===== config.mk =====
export PLATFORM = sky130hd
export DESIGN_NAME = ixAluDecodeTop
export DESIGN_NICKNAME = d
export VERILOG_FILES = /design/src/ixDecodePkg.sv /design/src/byteQueue.sv /design/src/prefixTracker.sv /design/src/aluOpDecoder.sv /design/src/opIssue.sv /design/src/ixAluDecodeTop.sv
export SDC_FILE = /design/constraint.sdc
export NUM_CORES = 1
export LEC_CHECK = 0
export BUFFER_PORTS_ARGS = -buffer_cell sky130_fd_sc_hd__buf_2
export CAP_MARGIN = 0
export CORE_MARGIN = 5
export CORE_UTILIZATION = 50
export DETAILED_ROUTE_END_ITERATION = 10
export PLACE_DENSITY = 0.7
export SYNTH_ARGS = -nofsm -noshare
export SYNTH_HDL_FRONTEND = slang
export SYNTH_HIERARCHICAL = 1
export SYNTH_SLANG_ARGS = --single-unit
export TNS_END_PERCENT = 5

===== constraint.sdc =====
create_clock -name clk -period 5.17 [get_ports clk]
set_input_delay 0.7755 -clock clk [delete_from_list [all_inputs] [get_ports clk]]
set_output_delay 0.7755 -clock clk [all_outputs]
set_load 0.02 [all_outputs]

===== src/ixDecodePkg.sv =====
/* Shared types and constants for the indexed-ALU pre-decoder.
   The credit width must hold OpCredits, and QueueDepth must be a power of two. */
`default_nettype none

package ixDecodePkg;

    // Queue and credit sizing.
    localparam int QueueDepth = 4;
    localparam int QueuePtrW  = 2;
    localparam int QueueCntW  = 3;
    localparam int OpCredits  = 2;
    localparam int CreditW    = 2;

    // Instruction byte and index prefixes.
    typedef logic [7:0] instrByte_t;

    localparam instrByte_t PrefixIx = 8'hDD;
    localparam instrByte_t PrefixIy = 8'hFD;

    typedef logic [QueuePtrW-1:0] queuePtr_t;
    typedef logic [QueueCntW-1:0] queueCnt_t;
    typedef logic [CreditW-1:0]   opCredit_t;

    // Code equals opcode bits 5:3.
    typedef enum logic [2:0] {
        aluAdd = 3'd0,
        aluAdc = 3'd1,
        aluSub = 3'd2,
        aluSbc = 3'd3,
        aluAnd = 3'd4,
        aluXor = 3'd5,
        aluOr  = 3'd6,
        aluCp  = 3'd7
    } aluOp_t;

    // Prefix history of the bytes already taken.
    typedef enum logic [1:0] {
        trkIdle     = 2'd0,
        trkPrefix   = 2'd1,
        trkPrefixed = 2'd2
    } trackState_t;

endpackage

`default_nettype wire


===== src/byteQueue.sv =====
/* Input FIFO with one credit pulse per pop, one cycle after the pop.
   The source must hold a credit to push; a push into a full queue is dropped. */
`timescale 1ns/1ps
`default_nettype none

module byteQueue (
    input  logic                   clk,
    input  logic                   rstN,
    input  logic                   byteValid,
    input  ixDecodePkg::instrByte_t byteData,
    input  logic                   byteTake,
    output logic                   headValid,
    output ixDecodePkg::instrByte_t headByte,
    output logic                   byteCredit
);
    import ixDecodePkg::*;

    instrByte_t mem [QueueDepth];
    queuePtr_t  wrPtr;
    queuePtr_t  rdPtr;
    queueCnt_t  count;
    logic       full;
    logic       doPush;
    logic       doPop;

    assign full      = (count == queueCnt_t'(QueueDepth));
    assign doPush    = byteValid && !full;
    assign doPop     = byteTake && headValid;
    assign headValid = (count != '0);
    assign headByte  = mem[rdPtr];

    always_ff @(posedge clk or negedge rstN) begin
        if (!rstN) begin
            wrPtr      <= '0;
            rdPtr      <= '0;
            count      <= '0;
            byteCredit <= 1'b0;
        end else begin
            if (doPush) begin
                wrPtr <= wrPtr + 1'b1;
            end
            if (doPop) begin
                rdPtr <= rdPtr + 1'b1;
            end
            case ({doPush, doPop})
                2'b10:   count <= count + 1'b1;
                2'b01:   count <= count - 1'b1;
                default: count <= count;
            endcase
            // One slot freed per pop.
            byteCredit <= doPop;
        end
    end

    always_ff @(posedge clk) begin
        if (doPush) begin
            mem[wrPtr] <= byteData;
        end
    end

endmodule

`default_nettype wire


===== src/prefixTracker.sv =====
/* Tracks whether the last or second-to-last taken byte was DD/FD.
   A later prefix overrides an earlier one; a displacement always ends the sequence. */
`timescale 1ns/1ps
`default_nettype none

module prefixTracker (
    input  logic                    clk,
    input  logic                    rstN,
    input  logic                    byteTake,
    input  logic                    dispTaken,
    input  ixDecodePkg::instrByte_t headByte,
    output ixDecodePkg::trackState_t trkState,
    output logic                    trkUseIy
);
    import ixDecodePkg::*;

    trackState_t stateNext;
    logic        useIyNext;
    logic        isPrefix;

    assign isPrefix = (headByte == PrefixIx) || (headByte == PrefixIy);

    always_comb begin
        stateNext = trkState;
        useIyNext = trkUseIy;
        if (byteTake) begin
            if (dispTaken) begin
                // Displacement is data, even if it looks like a prefix.
                stateNext = trkIdle;
            end else if (isPrefix) begin
                stateNext = trkPrefix;
                useIyNext = (headByte == PrefixIy);
            end else begin
                unique case (trkState)
                    trkPrefix: stateNext = trkPrefixed;
                    default:   stateNext = trkIdle;
                endcase
            end
        end
    end

    always_ff @(posedge clk or negedge rstN) begin
        if (!rstN) begin
            trkState <= trkIdle;
            trkUseIy <= 1'b0;
        end else begin
            trkState <= stateNext;
            trkUseIy <= useIyNext;
        end
    end

endmodule

`default_nettype wire


===== src/aluOpDecoder.sv =====
/* Flags the last taken byte as a 10xxx110 opcode and holds its ALU op.
   matchOp is only meaningful while opMatch is high. */
`timescale 1ns/1ps
`default_nettype none

module aluOpDecoder (
    input  logic                    clk,
    input  logic                    rstN,
    input  logic                    byteTake,
    input  logic                    dispTaken,
    input  ixDecodePkg::instrByte_t headByte,
    output logic                    opMatch,
    output ixDecodePkg::aluOp_t     matchOp
);
    import ixDecodePkg::*;

    logic isAluByte;

    // ADD..CP against (index+d).
    assign isAluByte = (headByte[7:6] == 2'b10) && (headByte[2:0] == 3'b110);

    always_ff @(posedge clk or negedge rstN) begin
        if (!rstN) begin
            opMatch <= 1'b0;
        end else if (byteTake) begin
            opMatch <= isAluByte && !dispTaken;
        end
    end

    always_ff @(posedge clk) begin
        if (byteTake) begin
            matchOp <= aluOp_t'(headByte[5:3]);
        end
    end

endmodule

`default_nettype wire


===== src/opIssue.sv =====
/* Pops the queue, spots displacements and issues one registered op per sequence.
   A displacement stalls while no op credit is held; the rest of the stream waits behind it. */
`timescale 1ns/1ps
`default_nettype none

module opIssue (
    input  logic                     clk,
    input  logic                     rstN,
    input  logic                     headValid,
    input  ixDecodePkg::instrByte_t  headByte,
    input  ixDecodePkg::trackState_t trkState,
    input  logic                     trkUseIy,
    input  logic                     opMatch,
    input  ixDecodePkg::aluOp_t      matchOp,
    input  logic                     opCredit,
    output logic                     byteTake,
    output logic                     dispTaken,
    output logic                     opValid,
    output ixDecodePkg::aluOp_t      opAlu,
    output logic                     opUseIy,
    output ixDecodePkg::instrByte_t  opDisp
);
    import ixDecodePkg::*;

    opCredit_t creditCnt;
    logic      headIsDisp;
    logic      stall;

    // Prefix two bytes back and an ALU opcode last: the head is d.
    assign headIsDisp = (trkState == trkPrefixed) && opMatch;
    assign stall      = headIsDisp && (creditCnt == '0);
    assign byteTake   = headValid && !stall;
    assign dispTaken  = byteTake && headIsDisp;

    always_ff @(posedge clk or negedge rstN) begin
        if (!rstN) begin
            creditCnt <= opCredit_t'(OpCredits);
        end else begin
            case ({dispTaken, opCredit})
                2'b10:   creditCnt <= creditCnt - 1'b1;
                2'b01:   creditCnt <= creditCnt + 1'b1;
                default: creditCnt <= creditCnt;
            endcase
        end
    end

    // Single-cycle pulse, one cycle after the displacement is taken.
    always_ff @(posedge clk or negedge rstN) begin
        if (!rstN) begin
            opValid <= 1'b0;
        end else begin
            opValid <= dispTaken;
        end
    end

    always_ff @(posedge clk) begin
        if (dispTaken) begin
            opAlu   <= matchOp;
            opUseIy <= trkUseIy;
            opDisp  <= headByte;
        end
    end

endmodule

`default_nettype wire


===== src/ixAluDecodeTop.sv =====
/* Indexed-ALU pre-decoder: DD/FD, 10xxx110, d in; one op out per sequence.
   Both sides use credits; the source starts with QueueDepth, the issue stage with OpCredits. */
`timescale 1ns/1ps
`default_nettype none

module ixAluDecodeTop (
    input  logic                    clk,
    input  logic                    rstN,
    input  logic                    byteValid,
    input  ixDecodePkg::instrByte_t byteData,
    output logic                    byteCredit,
    output logic                    opValid,
    output ixDecodePkg::aluOp_t     opAlu,
    output logic                    opUseIy,
    output ixDecodePkg::instrByte_t opDisp,
    input  logic                    opCredit
);
    import ixDecodePkg::*;

    logic        headValid;
    instrByte_t  headByte;
    logic        byteTake;
    logic        dispTaken;
    trackState_t trkState;
    logic        trkUseIy;
    logic        opMatch;
    aluOp_t      matchOp;

    byteQueue byteQueue_inst (
        .clk        (clk),
        .rstN       (rstN),
        .byteValid  (byteValid),
        .byteData   (byteData),
        .byteTake   (byteTake),
        .headValid  (headValid),
        .headByte   (headByte),
        .byteCredit (byteCredit)
    );

    // Tracker and decoder see the same head byte in the same cycle.
    prefixTracker prefixTracker_inst (
        .clk       (clk),
        .rstN      (rstN),
        .byteTake  (byteTake),
        .dispTaken (dispTaken),
        .headByte  (headByte),
        .trkState  (trkState),
        .trkUseIy  (trkUseIy)
    );

    aluOpDecoder aluOpDecoder_inst (
        .clk       (clk),
        .rstN      (rstN),
        .byteTake  (byteTake),
        .dispTaken (dispTaken),
        .headByte  (headByte),
        .opMatch   (opMatch),
        .matchOp   (matchOp)
    );

    opIssue opIssue_inst (
        .clk       (clk),
        .rstN      (rstN),
        .headValid (headValid),
        .headByte  (headByte),
        .trkState  (trkState),
        .trkUseIy  (trkUseIy),
        .opMatch   (opMatch),
        .matchOp   (matchOp),
        .opCredit  (opCredit),
        .byteTake  (byteTake),
        .dispTaken (dispTaken),
        .opValid   (opValid),
        .opAlu     (opAlu),
        .opUseIy   (opUseIy),
        .opDisp    (opDisp)
    );

endmodule

`default_nettype wire


# Word-level counts from Yosys, hierarchy flattened
# Memories as Yosys holds them, arrays and structs flattened.
# Index checks and enable logic that the tools add are counted.
# op_classes
reduce_logical,17
bitwise_logic,1
mux,7
n_eq_ne,11
addsub,6
# op_table
cell,n
"equality test 8 bit, second input constant",2
"equality test 2 bit, second input constant",4
logical AND 1 bit,8
"adder 2 x 1 -> 2 bit, second input constant",3
"equality test 2 x 1 -> 1 bit, second input constant",3
"equality test 3 bit, second input constant",2
two-way mux 2 bit,3
case mux 3 bit (2 select lines),1
case mux 2 bit (2 select lines),1
nonzero test 2 bit,2
"adder 3 x 1 -> 3 bit, second input constant",1
zero test 1 bit,3
AND reduction 3 bit,1
nonzero test 3 bit,1
"subtractor 3 x 1 -> 3 bit, second input constant",1
zero test 2 bit,1
two-way mux 1 bit,2
"subtractor 2 x 1 -> 2 bit, second input constant",1
logical OR 1 bit,1
inverter 1 bit,1
# totals
ram_bits,32
in_bits,12
ff_bits,30
mem_count,1
# mem_list
memory,words,word_bits,rd,rd_clocked_by_memory_dff,write_ports,line,source
byteQueue_inst.mem,4,8,1,0,1,byteQueue.sv:18,instrByte_t mem [QueueDepth];

# Logic depth before layout (Yosys ltp)
# depth
ltp_word,8
mapped_depth,9
depth_no_buf,9

# Cells and area by module
# The synthesis kept the hierarchy.
# modules_own_cells
module,instances,area_each_um2,cells_per_inst
byteQueue,1,1612.8,80
opIssue,1,511.7,25
aluOpDecoder,1,150.1,8
prefixTracker,1,146.4,13

# Least setup slack after synthesis
# OpenSTA, ideal clock, no wires.
# synth_path
kind,reg2reg
startpoint,register byteQueue_inst.count[2]
endpoint,register byteQueue_inst.count[2]
synth_period_minus_slack_ns,2.034
stages_incl_launch_ff,10
arrival_time_ns,1.955
setup_slack_ns,3.136
required_time_ns,5.091
n_path_buf,0
path_cell_list,dfrtp_1 -> or3_1 -> o31a_2 -> o31a_1 -> ha_1 -> inv_1 -> fa_1 -> xor2_1 -> nor2_1 -> xor2_1
# synth_between
elab_chain_len,5
# synth_rtl
element,line,source
start: declaration,byteQueue.sv:21,queueCnt_t count;
start signal: assignment,byteQueue.sv:46,2'b10: count <= count + 1'b1;
start signal: assignment,byteQueue.sv:47,2'b01: count <= count - 1'b1;
start signal: assignment,byteQueue.sv:48,default: count <= count;
nonzero test 3 bit (*),byteQueue.sv:29,assign headValid = (count != '0);
named net headValid,ixAluDecodeTop.sv:20,logic headValid;
logical AND 1 bit (*),opIssue.sv:32,assign byteTake = headValid && !stall;
named net byteTake,ixAluDecodeTop.sv:22,logic byteTake;
logical AND 1 bit (*),byteQueue.sv:28,assign doPop = byteTake && headValid;
named net byteQueue_inst.doPop,byteQueue.sv:24,logic doPop;
equality test 2 x 1 -> 1 bit / equality test 2 bit (equally long branches),byteQueue.sv:45,"case ({doPush, doPop})"
case mux 3 bit (2 select lines) / nonzero test 2 bit (equally long branches),-,
# The timed path passes the listed nets; every way through them passes the cells marked *.
# A chain may end at the register's enable or synchronous reset.

# Final worst setup path
# Ends and elaborated chain as after synthesis.

==> results.json <==
{
  "status": "complete, no violations",
  "drv_slew": 0,
  "fin_crit_ns": 2.28,
  "synth.avg_cell_area_um2": 19.2,
  "clkLatencyLatePin_ns": 0.33,
  "finalSetupTns_ns": 0,
  "leakage_nw": 1.06,
  "critPathCaptureType": "flop",
  "wirelength_um": 3620,
  "chipWidth_um": 79.6,
  "ys_ff_latch": 62,
  "avgRoutedWirePerCell_um": 15.6,
  "core_mm2": 0.00472,
  "postCtsSetupBuffers": 0,
  "final_cell_mix": "edfxtp_1, buf_2, dfrtp_1",
  "synth_cells": 126,
  "slew_headroom": 0.617,
  "first_pass_iters": 4,
  "clock-root-buffer": "clkbuf_8",
  "final_common_cell": "edfxtp_1",
  "max_slew.worst_pin.slew_ns": 0.575,
  "crit_chain": "or3_1 > o31a_2 > o31a_1 > ha_1 > inv_1 > fa_1 > xor2_1 > nor2_1 > xor2_1",
  "cp_common_cell": "xor2_1",
  "worstPathArrival_ns": 2.53,
  "initial_core_util": 0.513,
  "cts_sinks": 62,
  "cts_buffers": 9,
  "ys_types": 32,
  "post-route-period-util": 0.440,
  "area_growth_pct": 15.4,
  "rsz0062_at_grt": "no",
  "crit_buf_inv": 1,
  "crit_family": "adder cells",
  "cts_resized": 0,
  "r2r_setup_slack_ns": 2.89,
  "core.rowCount": 25,
  "startpoint_type": "flop",
  "track_usage": 0.134,
  "drc": 0,
  "min_path_type": "input pin to async pin",
  "place.gp.congestion": 0.726,
  "slowest_stage": "dfrtp_1",
  "final_core_util": 0.592,
  "worstPathRequired_ns": 5.42,
  "num_vias": 1157,
  "final-setup-viol-count": 0,
  "cap_viol_max_count": 0,
  "fin_nets": 179,
  "power.density_mw_per_mm2": 546,
  "grt_max_degree": 16,
  "synth_nets": 145,
  "gr-total-overflow": 0,
  "fin_skew_ns": 0.00585,
  "viasPerCell": 4.99,
  "htreeDepth": 3,
  "dpl_cell_area_mm2": 0.00261,
  "netlist_area_mm2": 0.00242,
  "clk_pin_slew_ns": 0.07,
  "irDropWorstVdd_mv": 0.255,
  "io_pins": 26,
  "worst_r2r_path_depth": 9,
  "cts.path.max_buffers": 2,
  "cpPeakStageDelay_ns": 0.45,
  "ant_nets": 0,
  "drtIter0Drc": 44,
  "hold_viol": 0,
  "path_max_fanout": 9,
  "dieArea_mm2": 0.00633,
  "grt_pass1_vias": 1239,
  "die_h_um": 79.6,
  "dp_hpwl_um": 2460,
  "rr_startpoint": "byteQueue_inst/count[2]",
  "drive_gt1_frac": 0.327,
  "timing.fmax_ghz": 0.439,
  "diodes": 0,
  "postLayoutCellArea_mm2": 0.00279,
  "antenna_found_initial": 0,
  "synth-seq-area-share": 0.739,
  "rr_endpoint": "byteQueue_inst/count[2]",
  "cts_tree": "done",
  "cts_hold_buffers": 0,
  "path_class": "flop to flop",
  "grt_first_pass_wirelength_um": 6030,
  "yosys_warnings": 6,
  "portBuffers": 25
}
## metrics by stage
step                      instances  power [mW]  hold WS, ns  setup slack, ns
after floorplan                 126        1.06        0.400             3.14
after global routing            232        1.63        0.354             2.74
final                           232        1.53        0.344             2.89
after CTS                       232        1.55        0.345             2.87
after global placement          216        1.12        0.401             2.97
after detailed placement        216        1.15        0.407             2.90
## worst reg2reg max path: stages, from the launching register on
cell and delay, ns:
dfrtp_1 0.45, or3_1 0.16, o31a_2 0.27, o31a_1 0.27, ha_1 0.22, inv_1 0.06
fa_1 0.37, xor2_1 0.15, nor2_1 0.11, xor2_1 0.15
## cells by family after synthesis
logic type	Yosys count	synth area share
compound gates	7	0.0320
buf+inv	12	0.0222
xor+xnor	9	0.0326
mux	11	0.0894
flops	62	0.739
fa+ha+maj	7	0.0393
simple gates	18	0.0460
## layout make-up
type / count / area (um2)
Fill cell: 369 / 1930
Multi-Input combinational cell: 52 / 579
Clock inverter: 6 / 52.6
Timing Repair Buffer: 25 / 125
Inverter: 10 / 37.5
Clock buffer: 10 / 128
Sequential cell: 62 / 1790
Tap cell: 67 / 83.8
## how the worst max path moves through the flow
stage                                        from                       to  slack [ns]  cells past startpoint
after floorplan           byteQueue_inst/count[2]  byteQueue_inst/count[2]        3.14                      9
after global routing      byteQueue_inst/count[2]  byteQueue_inst/count[2]        2.74                      9
after detailed placement  byteQueue_inst/count[2]  byteQueue_inst/count[2]        2.90                      9
after CTS                 byteQueue_inst/count[2]  byteQueue_inst/count[2]        2.87                      9
final                     byteQueue_inst/count[2]  byteQueue_inst/count[2]        2.89                      9
after global placement    byteQueue_inst/count[2]  byteQueue_inst/count[2]        2.97                      9
## routing by layer
metal	global-route usage	vias up	share of wire	wire length (um)
li1	-	541	-	-
met1	0.153	579	0.41	1500
met2	0.219	31	0.51	1860
met3	0.0530	6	0.062	225
met4	0.0619	0	0.012	45
met5	0	-	0	0
## state kept, by name (all words and copies together) (netlist names)
register                     flops
aluOpDecoder_inst/matchOp        3
aluOpDecoder_inst/opMatch        1
byteQueue_inst/byteCredit        1
byteQueue_inst/count             3
byteQueue_inst/mem              32
byteQueue_inst/rdPtr             2
byteQueue_inst/wrPtr             2
opIssue_inst/creditCnt           2
opIssue_inst/opAlu               3
opIssue_inst/opDisp              8
opIssue_inst/opUseIy             1
opIssue_inst/opValid             1
prefixTracker_inst/trkState      2
prefixTracker_inst/trkUseIy      1
## report_power, final
part,leakage [nW],total (mW),internal [mW],switching (mW)
clock,0.0949,0.389,0.217,0.173
sequential,0.615,0.764,0.681,0.0828
combinational,0.349,0.372,0.181,0.192
total,1.06,1.53,1.08,0.447
## synth_stat cells
master	n	area (um2)
mux2_1	1	11.3
mux4_2	8	180
mux2_4	1	15.0
mux2i_1	1	10.0
xnor2_1	4	35.0
nand2_1	2	7.51
or3_1	1	6.26
buf_6	1	11.3
xor2_1	5	43.8
ha_1	6	75.1
o31a_1	1	8.76
fa_1	1	20.0
o41ai_1	1	8.76
nand4bb_1	1	11.3
o21ai_0	1	5.00
dfrtp_1	14	350
edfxtp_1	47	1410
nand4_1	1	6.26
o31a_2	1	10.0
nand3b_1	2	15.0
inv_2	2	7.51
o32ai_2	1	16.3
clkbuf_2	1	5.00
a31oi_4	1	21.3
or2_1	1	6.26
inv_1	8	30.0
o21bai_1	1	7.51
nor2_1	3	11.3
nor3_2	1	10.0
nand2b_1	2	12.5
and2_1	4	25.0
dfstp_2	1	26.3
(Power assumes the default switching activity.)
